==> config.mk <==
export PLATFORM = sky130hd
export DESIGN_NAME = write_back_arbiter
export DESIGN_NICKNAME = d
export VERILOG_FILES = /design/src/verilog/wb_pkg.sv /design/src/verilog/wb_candidate_if.sv /design/src/verilog/write_back_arbiter.sv /design/src/verilog/wb_result_format.sv /design/src/verilog/wb_grant_select.sv /design/src/verilog/wb_candidate_search.sv
export SDC_FILE = /design/constraint.sdc
export NUM_CORES = 1
export LEC_CHECK = 0
export ABC_AREA = 1
export ABC_CLOCK_PERIOD_IN_PS = 8600
export BUFFER_PORTS_ARGS = -buffer_cell sky130_fd_sc_hd__buf_4
export CORE_AREA = 5 5 180 182
export CTS_CLUSTER_SIZE = 30
export DETAILED_ROUTE_END_ITERATION = 7
export DIE_AREA = 0 0 185 187
export GPL_TIMING_DRIVEN = 0
export PLACE_DENSITY = 0.44
export SETUP_SLACK_MARGIN = 0.05
export SLEW_MARGIN = 20
export SYNTH_ARGS = -nofsm -noshare
export SYNTH_HDL_FRONTEND = slang
export SYNTH_HIERARCHICAL = 1
export SYNTH_SLANG_ARGS = --single-unit
==> constraint.sdc <==
create_clock -name clk -period 8.6 [get_ports clk]
set_input_delay 0.43 -clock clk [delete_from_list [all_inputs] [get_ports clk]]
set_output_delay 0.43 -clock clk [all_outputs]
set_load 0.005 [all_outputs]
==> src/verilog/wb_pkg.sv <==
/* Write-back arbiter shared definitions
   Widths, register addresses and types used by every stage */

package wb_pkg;

    // Number of GPR result sources and the width of their index
    localparam int NUM_SOURCES = 4;
    localparam int SRC_IDX_W = 2;

    // Tag and register address widths
    localparam int RS_ID_W = 5;
    localparam int GPR_ADDR_W = 5;
    localparam int SPR_ADDR_W = 10;

    // Result width
    localparam int DATA_W = 32;

    // XER lives at SPR address 1
    localparam logic [0:SPR_ADDR_W-1] XER_SPR_ADDR = 10'd1;

    // Side updates that travel with a GPR result
    typedef struct packed {
        logic xer_valid;
        logic [0:DATA_W-1] xer;
        logic cr0_valid;
        logic so;
    } cond_exception_t;

    // One condition register field
    typedef struct packed {
        logic lt;
        logic gt;
        logic eq;
        logic so;
    } cr_field_t;

    // Which GPR candidate wins this cycle
    // GRANT_SPR_ONLY means SPR alone, no GPR result
    typedef enum logic [1:0] {
        GRANT_NONE,
        GRANT_NEXT,
        GRANT_NO_XER,
        GRANT_SPR_ONLY
    } grant_e;

endpackage
==> src/verilog/wb_candidate_if.sv <==
/* Round-robin candidate bundle
   Carries the two search results from the decode stage to the grant logic */

`timescale 1ns/10ps

interface wb_candidate_if;

    // First valid source at or after the pointer
    logic [0:wb_pkg::SRC_IDX_W-1] next_idx;
    logic next_found;

    // First valid source without an XER update
    logic [0:wb_pkg::SRC_IDX_W-1] no_xer_idx;
    logic no_xer_found;

    modport search (
        output next_idx,
        output next_found,
        output no_xer_idx,
        output no_xer_found
    );

    modport grant (
        input next_idx,
        input next_found,
        input no_xer_idx,
        input no_xer_found
    );

endinterface

==> src/verilog/write_back_arbiter.sv <==
/* Write-back arbiter top level
   Round-robin GPR arbitration with SPR sharing and XER/CR0 side writes */

`timescale 1ns/10ps

module write_back_arbiter (
    input logic clk,
    input logic rst,

    // GPR sources
    input logic gpr_valid [0:wb_pkg::NUM_SOURCES-1],
    output logic gpr_ready [0:wb_pkg::NUM_SOURCES-1],
    input logic [0:wb_pkg::RS_ID_W-1] gpr_rs_id [0:wb_pkg::NUM_SOURCES-1],
    input logic [0:wb_pkg::GPR_ADDR_W-1] gpr_addr [0:wb_pkg::NUM_SOURCES-1],
    input logic [0:wb_pkg::DATA_W-1] gpr_data [0:wb_pkg::NUM_SOURCES-1],
    input wb_pkg::cond_exception_t gpr_flags [0:wb_pkg::NUM_SOURCES-1],

    // SPR source
    input logic spr_valid,
    output logic spr_ready,
    input logic [0:wb_pkg::RS_ID_W-1] spr_rs_id,
    input logic [0:wb_pkg::SPR_ADDR_W-1] spr_addr,
    input logic [0:wb_pkg::DATA_W-1] spr_data,

    // GPR write port
    output logic gpr_wr_valid,
    output logic [0:wb_pkg::RS_ID_W-1] gpr_wr_rs_id,
    output logic [0:wb_pkg::GPR_ADDR_W-1] gpr_wr_addr,
    output logic [0:wb_pkg::DATA_W-1] gpr_wr_data,

    // SPR write port
    output logic spr_wr_valid,
    output logic [0:wb_pkg::RS_ID_W-1] spr_wr_rs_id,
    output logic [0:wb_pkg::SPR_ADDR_W-1] spr_wr_addr,
    output logic [0:wb_pkg::DATA_W-1] spr_wr_data,

    // CR0 write port
    output logic cr0_wr_valid,
    output logic [0:wb_pkg::RS_ID_W-1] cr0_wr_rs_id,
    output wb_pkg::cr_field_t cr0_wr_value
);

    logic [0:wb_pkg::SRC_IDX_W-1] pointer;
    wb_pkg::grant_e grant;
    logic [0:wb_pkg::SRC_IDX_W-1] grant_idx;
    logic spr_grant;

    wb_candidate_if cand ();

    wb_candidate_search i_wb_candidate_search (
        .gpr_valid (gpr_valid),
        .gpr_flags (gpr_flags),
        .pointer   (pointer),
        .cand      (cand.search)
    );

    wb_grant_select i_wb_grant_select (
        .clk       (clk),
        .rst       (rst),
        .spr_valid (spr_valid),
        .cand      (cand.grant),
        .pointer   (pointer),
        .grant     (grant),
        .grant_idx (grant_idx),
        .spr_grant (spr_grant)
    );

    wb_result_format i_wb_result_format (
        .clk          (clk),
        .rst          (rst),
        .gpr_valid    (gpr_valid),
        .gpr_rs_id    (gpr_rs_id),
        .gpr_addr     (gpr_addr),
        .gpr_data     (gpr_data),
        .gpr_flags    (gpr_flags),
        .gpr_ready    (gpr_ready),
        .spr_rs_id    (spr_rs_id),
        .spr_addr     (spr_addr),
        .spr_data     (spr_data),
        .spr_ready    (spr_ready),
        .grant        (grant),
        .grant_idx    (grant_idx),
        .spr_grant    (spr_grant),
        .gpr_wr_valid (gpr_wr_valid),
        .gpr_wr_rs_id (gpr_wr_rs_id),
        .gpr_wr_addr  (gpr_wr_addr),
        .gpr_wr_data  (gpr_wr_data),
        .spr_wr_valid (spr_wr_valid),
        .spr_wr_rs_id (spr_wr_rs_id),
        .spr_wr_addr  (spr_wr_addr),
        .spr_wr_data  (spr_wr_data),
        .cr0_wr_valid (cr0_wr_valid),
        .cr0_wr_rs_id (cr0_wr_rs_id),
        .cr0_wr_value (cr0_wr_value)
    );

endmodule

==> src/verilog/wb_result_format.sv <==
/* Write-back result stage
   Drives the input readies, forms the XER and CR0 side writes, registers all write ports */

`timescale 1ns/10ps

module wb_result_format (
    input logic clk,
    input logic rst,

    // GPR sources
    input logic gpr_valid [0:wb_pkg::NUM_SOURCES-1],
    input logic [0:wb_pkg::RS_ID_W-1] gpr_rs_id [0:wb_pkg::NUM_SOURCES-1],
    input logic [0:wb_pkg::GPR_ADDR_W-1] gpr_addr [0:wb_pkg::NUM_SOURCES-1],
    input logic [0:wb_pkg::DATA_W-1] gpr_data [0:wb_pkg::NUM_SOURCES-1],
    input wb_pkg::cond_exception_t gpr_flags [0:wb_pkg::NUM_SOURCES-1],
    output logic gpr_ready [0:wb_pkg::NUM_SOURCES-1],

    // SPR source
    input logic [0:wb_pkg::RS_ID_W-1] spr_rs_id,
    input logic [0:wb_pkg::SPR_ADDR_W-1] spr_addr,
    input logic [0:wb_pkg::DATA_W-1] spr_data,
    output logic spr_ready,

    // Grant decision
    input wb_pkg::grant_e grant,
    input logic [0:wb_pkg::SRC_IDX_W-1] grant_idx,
    input logic spr_grant,

    // Register file write ports
    output logic gpr_wr_valid,
    output logic [0:wb_pkg::RS_ID_W-1] gpr_wr_rs_id,
    output logic [0:wb_pkg::GPR_ADDR_W-1] gpr_wr_addr,
    output logic [0:wb_pkg::DATA_W-1] gpr_wr_data,
    output logic spr_wr_valid,
    output logic [0:wb_pkg::RS_ID_W-1] spr_wr_rs_id,
    output logic [0:wb_pkg::SPR_ADDR_W-1] spr_wr_addr,
    output logic [0:wb_pkg::DATA_W-1] spr_wr_data,
    output logic cr0_wr_valid,
    output logic [0:wb_pkg::RS_ID_W-1] cr0_wr_rs_id,
    output wb_pkg::cr_field_t cr0_wr_value
);

    logic gpr_sel;
    logic [wb_pkg::NUM_SOURCES-1:0] ready_vec;
    logic [wb_pkg::NUM_SOURCES-1:0] valid_vec;

    logic [0:wb_pkg::RS_ID_W-1] sel_rs_id;
    logic [0:wb_pkg::GPR_ADDR_W-1] sel_addr;
    logic [0:wb_pkg::DATA_W-1] sel_data;
    wb_pkg::cond_exception_t sel_flags;

    logic spr_wr_next;
    logic [0:wb_pkg::RS_ID_W-1] spr_rs_id_next;
    logic [0:wb_pkg::SPR_ADDR_W-1] spr_addr_next;
    logic [0:wb_pkg::DATA_W-1] spr_data_next;

    // CR0 from a signed compare of the result against zero
    function automatic wb_pkg::cr_field_t cr0_of(
        input logic [0:wb_pkg::DATA_W-1] result,
        input logic so
    );
        wb_pkg::cr_field_t field;
        field.lt = $signed(result) < 0;
        field.gt = $signed(result) > 0;
        field.eq = (result == '0);
        field.so = so;
        return field;
    endfunction

    assign gpr_sel = (grant == wb_pkg::GRANT_NEXT) || (grant == wb_pkg::GRANT_NO_XER);

    always_comb begin
        for (int i = 0; i < wb_pkg::NUM_SOURCES; i++) begin
            ready_vec[i] = gpr_sel && (grant_idx == wb_pkg::SRC_IDX_W'(i));
            valid_vec[i] = gpr_valid[i];
            gpr_ready[i] = ready_vec[i];
        end
    end

    assign spr_ready = spr_grant;

    // Granted GPR payload
    assign sel_rs_id = gpr_rs_id[grant_idx];
    assign sel_addr = gpr_addr[grant_idx];
    assign sel_data = gpr_data[grant_idx];
    assign sel_flags = gpr_flags[grant_idx];

    // SPR port takes either the SPR source or the XER side write, never both
    always_comb begin
        spr_wr_next = spr_grant || (gpr_sel && sel_flags.xer_valid);
        if (spr_grant) begin
            spr_rs_id_next = spr_rs_id;
            spr_addr_next = spr_addr;
            spr_data_next = spr_data;
        end else begin
            spr_rs_id_next = sel_rs_id;
            spr_addr_next = wb_pkg::XER_SPR_ADDR;
            spr_data_next = sel_flags.xer;
        end
    end

    always_ff @(posedge clk) begin
        if (rst) begin
            gpr_wr_valid <= 1'b0;
            spr_wr_valid <= 1'b0;
            cr0_wr_valid <= 1'b0;
        end else begin
            gpr_wr_valid <= gpr_sel;
            spr_wr_valid <= spr_wr_next;
            cr0_wr_valid <= gpr_sel && sel_flags.cr0_valid;
        end
    end

    always_ff @(posedge clk) begin
        gpr_wr_rs_id <= sel_rs_id;
        gpr_wr_addr <= sel_addr;
        gpr_wr_data <= sel_data;
        spr_wr_rs_id <= spr_rs_id_next;
        spr_wr_addr <= spr_addr_next;
        spr_wr_data <= spr_data_next;
        cr0_wr_rs_id <= sel_rs_id;
        cr0_wr_value <= cr0_of(sel_data, sel_flags.so);
    end

    // At most one source is accepted, and only one that is offering
    a_ready_onehot: assert property (
        @(posedge clk) disable iff (rst)
        $onehot0(ready_vec) && ((ready_vec & ~valid_vec) == '0)
    );

    // A granted result with an XER update never shares the cycle with SPR
    a_spr_xer_exclusive: assert property (
        @(posedge clk) disable iff (rst)
        !(spr_grant && gpr_sel && sel_flags.xer_valid)
    );

endmodule

==> src/verilog/wb_grant_select.sv <==
/* Write-back execute stage
   Picks the GPR and SPR grants, keeps the round-robin pointer and SPR turn flag */

`timescale 1ns/10ps

module wb_grant_select (
    input logic clk,
    input logic rst,
    input logic spr_valid,
    wb_candidate_if.grant cand,
    output logic [0:wb_pkg::SRC_IDX_W-1] pointer,
    output wb_pkg::grant_e grant,
    output logic [0:wb_pkg::SRC_IDX_W-1] grant_idx,
    output logic spr_grant
);

    logic spr_turn;
    logic spr_turn_next;
    logic gpr_granted;

    // Grant decision
    always_comb begin
        grant = wb_pkg::GRANT_NONE;
        spr_grant = 1'b0;
        spr_turn_next = spr_turn;

        if (!spr_valid) begin
            if (cand.next_found) begin
                grant = wb_pkg::GRANT_NEXT;
            end
        end else if (spr_turn) begin
            // SPR has its turn, a non-XER result may ride along
            spr_grant = 1'b1;
            grant = cand.no_xer_found ? wb_pkg::GRANT_NO_XER : wb_pkg::GRANT_SPR_ONLY;
            spr_turn_next = 1'b0;
        end else begin
            if (cand.no_xer_found) begin
                grant = wb_pkg::GRANT_NO_XER;
                spr_grant = 1'b1;
            end else if (cand.next_found) begin
                // GPR with XER update wins, SPR goes next time
                grant = wb_pkg::GRANT_NEXT;
            end else begin
                grant = wb_pkg::GRANT_SPR_ONLY;
                spr_grant = 1'b1;
            end
            spr_turn_next = 1'b1;
        end
    end

    assign grant_idx = (grant == wb_pkg::GRANT_NO_XER) ? cand.no_xer_idx : cand.next_idx;
    assign gpr_granted = (grant == wb_pkg::GRANT_NEXT) || (grant == wb_pkg::GRANT_NO_XER);

    always_ff @(posedge clk) begin
        if (rst) begin
            pointer <= '0;
            spr_turn <= 1'b0;
        end else begin
            spr_turn <= spr_turn_next;
            // Move past the source just served
            if (gpr_granted) begin
                if (grant_idx == wb_pkg::SRC_IDX_W'(wb_pkg::NUM_SOURCES - 1)) begin
                    pointer <= '0;
                end else begin
                    pointer <= grant_idx + wb_pkg::SRC_IDX_W'(1);
                end
            end
        end
    end

    // SPR is never held off for two cycles in a row
    a_spr_no_starve: assert property (
        @(posedge clk) disable iff (rst)
        (spr_valid && !spr_grant) |=> (!spr_valid || spr_grant)
    );

endmodule

==> src/verilog/wb_candidate_search.sv <==
/* Write-back decode stage
   Rotating priority search over the GPR sources, starting at the pointer */

`timescale 1ns/10ps

module wb_candidate_search (
    input logic gpr_valid [0:wb_pkg::NUM_SOURCES-1],
    input wb_pkg::cond_exception_t gpr_flags [0:wb_pkg::NUM_SOURCES-1],
    input logic [0:wb_pkg::SRC_IDX_W-1] pointer,
    wb_candidate_if.search cand
);

    logic [wb_pkg::NUM_SOURCES-1:0] elig_all;
    logic [wb_pkg::NUM_SOURCES-1:0] elig_no_xer;

    // Returns {found, index} of the first requester at or above start, wrapping
    function automatic logic [wb_pkg::SRC_IDX_W:0] rotate_search(
        input logic [wb_pkg::NUM_SOURCES-1:0] req,
        input logic [0:wb_pkg::SRC_IDX_W-1] start
    );
        logic found;
        logic [wb_pkg::SRC_IDX_W-1:0] idx;
        int unsigned slot;
        found = 1'b0;
        idx = start;
        for (int i = 0; i < wb_pkg::NUM_SOURCES; i++) begin
            slot = (int'(start) + i) % wb_pkg::NUM_SOURCES;
            if (req[slot] && !found) begin
                idx = wb_pkg::SRC_IDX_W'(slot);
                found = 1'b1;
            end
        end
        return {found, idx};
    endfunction

    always_comb begin
        for (int i = 0; i < wb_pkg::NUM_SOURCES; i++) begin
            elig_all[i] = gpr_valid[i];
            // Results that can share a cycle with the SPR source
            elig_no_xer[i] = gpr_valid[i] && !gpr_flags[i].xer_valid;
        end
    end

    always_comb begin
        {cand.next_found, cand.next_idx} = rotate_search(elig_all, pointer);
        {cand.no_xer_found, cand.no_xer_idx} = rotate_search(elig_no_xer, pointer);
    end

endmodule

==> flow_metrics.env <==
export IMPL_cts_max_path_buffers=2
export IMPL_avgSynthCellArea_sq_um=6.46
export IMPL_grt_pass1_vias=7755
export IMPL_internal_power_uw=2160
export IMPL_power_frac_comb=0.743
export IMPL_leakage_uw=0.00524
export IMPL_htreeDepth=3
export IMPL_grt_antenna_before_repair=4
export IMPL_hold_start="spr_addr[8]"
export IMPL_r2r_start="i_wb_grant_select/pointer[0]"
export IMPL_outcome="finished, final reports clean"
export IMPL_seq_power_share=0.167
export IMPL_grtUsageTotal=0.188
export IMPL_netlist_instances=855
export IMPL_crit_type="reg -> reg"
export IMPL_switching_share=0.539
export IMPL_num_fill_cells=3406
export IMPL_peakVddDrop_v=0.000223
export IMPL_dieWidth_um=185
export IMPL_start_util=0.182
export IMPL_worstSetupStartpointType="flop"
export IMPL_hold_class="in -> reg"
export IMPL_synth_cell_types=37
export IMPL_first_pass_iters=5
export IMPL_root_buffer="clkbuf_16"
export IMPL_drive_gt1_frac=0.417
export IMPL_worst_clock_skew_ps=9.97
export IMPL_core_sq_um=30400
export IMPL_p_switching_uw=2520
export IMPL_min_period_over_period=0.478
export IMPL_dp_hpwl_um=28900
export IMPL_final_nets=1696
export IMPL_grt_setup_unrepaired="no"
export IMPL_whs_ps=245
export IMPL_clock_latency_ps=360
export IMPL_power_density_nw_per_um2=476
export IMPL_drcViolationCount=0
export IMPL_place_congestion=0.852
export IMPL_num_io_pins=468
export IMPL_dr_first_iter_drc_count=277
export IMPL_hold_violations=0
export IMPL_dpl_worst_slack_ps=4420
export IMPL_setup_slack_ps=4490
export IMPL_crit_top_cell="nand2_1"
export IMPL_via_count=7462
export IMPL_setup_tns_ps=0
export IMPL_grt_max_degree=20
export IMPL_cp_required_ps=8880
export IMPL_area_growth_syn_to_layout_pct=77.9
export IMPL_reg2reg_to="i_wb_result_format/spr_wr_data[26]"
export IMPL_path_cells="buf_6 -> inv_4 -> nand2_2 -> nand2_4 -> o21ai_1 -> nand3b_1 -> inv_1 -> o21ai_1 -> nand2_1 -> ha_1 -> inv_2 -> nand2_1 -> nand2_1 -> buf_4 -> inv_2 -> nor2_2 -> buf_2 -> buf_2 -> a22oi_1 -> a31oi_1"
export IMPL_max_stage_delay_ps=400
export IMPL_netlist_area_sq_um=5520
export IMPL_cts_tree="done"
export IMPL_max_slew_margin_rel=0.373
export IMPL_clockPowerShare=0.090
export IMPL_syn_num_nets=1218
export IMPL_postRouteWirelength_um=34200
export IMPL_cts_setup_buffers=0
export IMPL_arrival_ps=4400
export IMPL_yosysWarningCount=6
export IMPL_whs_path_depth=3
export IMPL_grt_overflow_total=0
export IMPL_tightest_slew_ps=934
export IMPL_hold_end="i_wb_result_format/spr_wr_addr[8]"
export IMPL_cts_sinks=98
export IMPL_die_area_sq_um=34600
export IMPL_end_kind="flop"
export IMPL_numPortBuffers=467
export IMPL_fmax_mhz=243
export IMPL_cpMaxStageDelayCell="ha_1"
export IMPL_grt_pass1_wl_um=48500
export IMPL_reg2reg_depth=20
export IMPL_setup_violations=0
export IMPL_seq_area_frac_synth=0.355
export IMPL_ctsResizeCount=0
export IMPL_rows=64
export IMPL_yosys_register_bits=98
export IMPL_slew_violations=0
export IMPL_cts_hold_fix_buffers=0
export IMPL_cts_buffers=9
export IMPL_die_h_um=187
export IMPL_detail_route_antenna_nets=0
export IMPL_max_cap_viol_count=0
export IMPL_r2r_setup_slack_ps=4490
export IMPL_via_per_inst=4.30
export IMPL_cp_max_fo=10
export IMPL_wl_per_cell_um=19.7
export IMPL_min_period_ps=4110
export IMPL_path_clk_slew_ps=80
through the flow:
stage           util  cell area [sq um]  power (uW)  std cells
2_1_floorplan      -               5520        2770        855
3_3_place_gp   0.313               9530        4340       1718
3_5_place_dp   0.313               9530        4340       1718
4_1_cts        0.323               9820        4780       1734
5_1_grt        0.323               9830        5150       1737
6_report       0.323               9830        4680       1737
cells in the final DEF (no fill, tap or decap), types with 2 or more instances in the layout:
cell / instances
a22oi_1: 48
a31oi_1: 8
a41oi_1: 16
buf_1: 6
buf_2: 22
buf_4: 476
buf_6: 6
clkbuf_1: 15
clkbuf_16: 9
clkinvlp_4: 2
dfxtp_1: 98
diode_2: 3
inv_1: 55
inv_2: 7
inv_6: 2
inv_8: 2
nand2_1: 337
nand2_2: 13
nand3_1: 89
nand3_2: 6
nand4_1: 11
nor2_1: 74
nor2_2: 2
nor3_1: 3
o21ai_0: 2
o21ai_1: 9
o21ai_2: 2
xnor2_1: 2
xor2_1: 2
power by group through the flow:
stage	combinational, uW	sequential [uW]	clock, uW
floorplan	1960	813	0
global placement	3550	788	0
detailed placement	3550	793	0
CTS	3550	785	442
global route	3890	803	457
finish	3470	782	421
critical path, delay by kind of cell (launching register included):
family | cells | cell delay (ps)
buffers and inverters | 8 | 1370
AND/OR/NAND/NOR | 7 | 1160
AO/OA/AOI/OAI | 4 | 730
adder cells (fa/ha/maj) | 1 | 400
flip-flops | 1 | 350
metal layers:
layer / up-vias / part of all wire / global-route usage
met3: 36 / 0.097 / 0.0653
met1: 3383 / 0.37 / 0.199
met2: 320 / 0.51 / 0.345
met5: - / 0 / 0
met4: 0 / 0.025 / 0.0570
li1: 3723 / - / -
cells in the mapped netlist (all sizes together):
| master | count | area share |
|---|---|---|
| a211oi | 1 | 0.0023 |
| a21oi | 1 | 0.00091 |
| a22oi | 48 | 0.065 |
| a311oi | 1 | 0.0016 |
| a31oi | 8 | 0.0091 |
| a41oi | 16 | 0.025 |
| and2 | 1 | 0.0011 |
| buf | 44 | 0.052 |
| clkbuf | 15 | 0.010 |
| clkinv | 1 | 0.00091 |
| dfxtp | 98 | 0.36 |
| ha | 1 | 0.0023 |
| inv | 64 | 0.045 |
| nand2 | 351 | 0.25 |
| nand3 | 95 | 0.092 |
| nand3b | 1 | 0.0014 |
| nand4 | 11 | 0.012 |
| nor2 | 77 | 0.055 |
| nor3 | 3 | 0.0027 |
| o21ai | 13 | 0.013 |
| or2 | 1 | 0.0011 |
| xnor2 | 2 | 0.0032 |
| xor2 | 2 | 0.0032 |
kinds of logic (layout without fill, tap and decap cells):
| group | Yosys count | count (layout) | synth area share |
|---|---|---|---|
| AOI/OAI and AO/OA | 88 | 88 | 0.118 |
| xor gates and xnor gates | 4 | 4 | 0.00634 |
| adders and majority gates | 1 | 1 | 0.00226 |
| buffers and inverters | 124 | 607 | 0.108 |
| DFF | 98 | 98 | 0.355 |
| other | 0 | 3 | 0 |
| and+or+nand+nor | 540 | 540 | 0.411 |
flip-flops by register name, indices dropped and copies added, names as in the netlist, 2 cells and up:
| signal | count |
|---|---|
| i_wb_result_format/cr0_wr_value | 4 |
| i_wb_result_format/spr_wr_rs_id | 5 |
| i_wb_result_format/gpr_wr_addr | 5 |
| i_wb_result_format/gpr_wr_data | 31 |
| i_wb_grant_select/pointer | 2 |
| i_wb_result_format/spr_wr_data | 32 |
| i_wb_result_format/spr_wr_addr | 10 |
| i_wb_result_format/cr0_wr_rs_id | 5 |
worst max-delay path by stage:
stage | end | from | cells after the start
after floorplan | i_wb_result_format/cr0_wr_value[1] | i_wb_grant_select/pointer[1] | 26
after global placement | i_wb_result_format/spr_wr_data[26] | gpr_valid[0] | 20
after detailed placement | i_wb_result_format/spr_wr_data[25] | i_wb_grant_select/pointer[0] | 20
after CTS | i_wb_result_format/spr_wr_data[25] | i_wb_grant_select/pointer[0] | 20
after global routing | i_wb_result_format/spr_wr_data[25] | i_wb_grant_select/pointer[1] | 22
final | i_wb_result_format/spr_wr_data[26] | i_wb_grant_select/pointer[0] | 20
final cells by class:
class	instances	area, sq um	share of cell area
tap	396	495	0.0504
inverter	65	253	0.0257
timing repair buffer	467	3510	0.357
multi-input combinational	633	2970	0.302
buffer	59	344	0.0350
sequential	98	1960	0.200
clock inverter	7	71.3	0.00726
antenna	3	7.51	0.000764
clock buffer	9	225	0.0229
(Power assumes the default switching activity.)
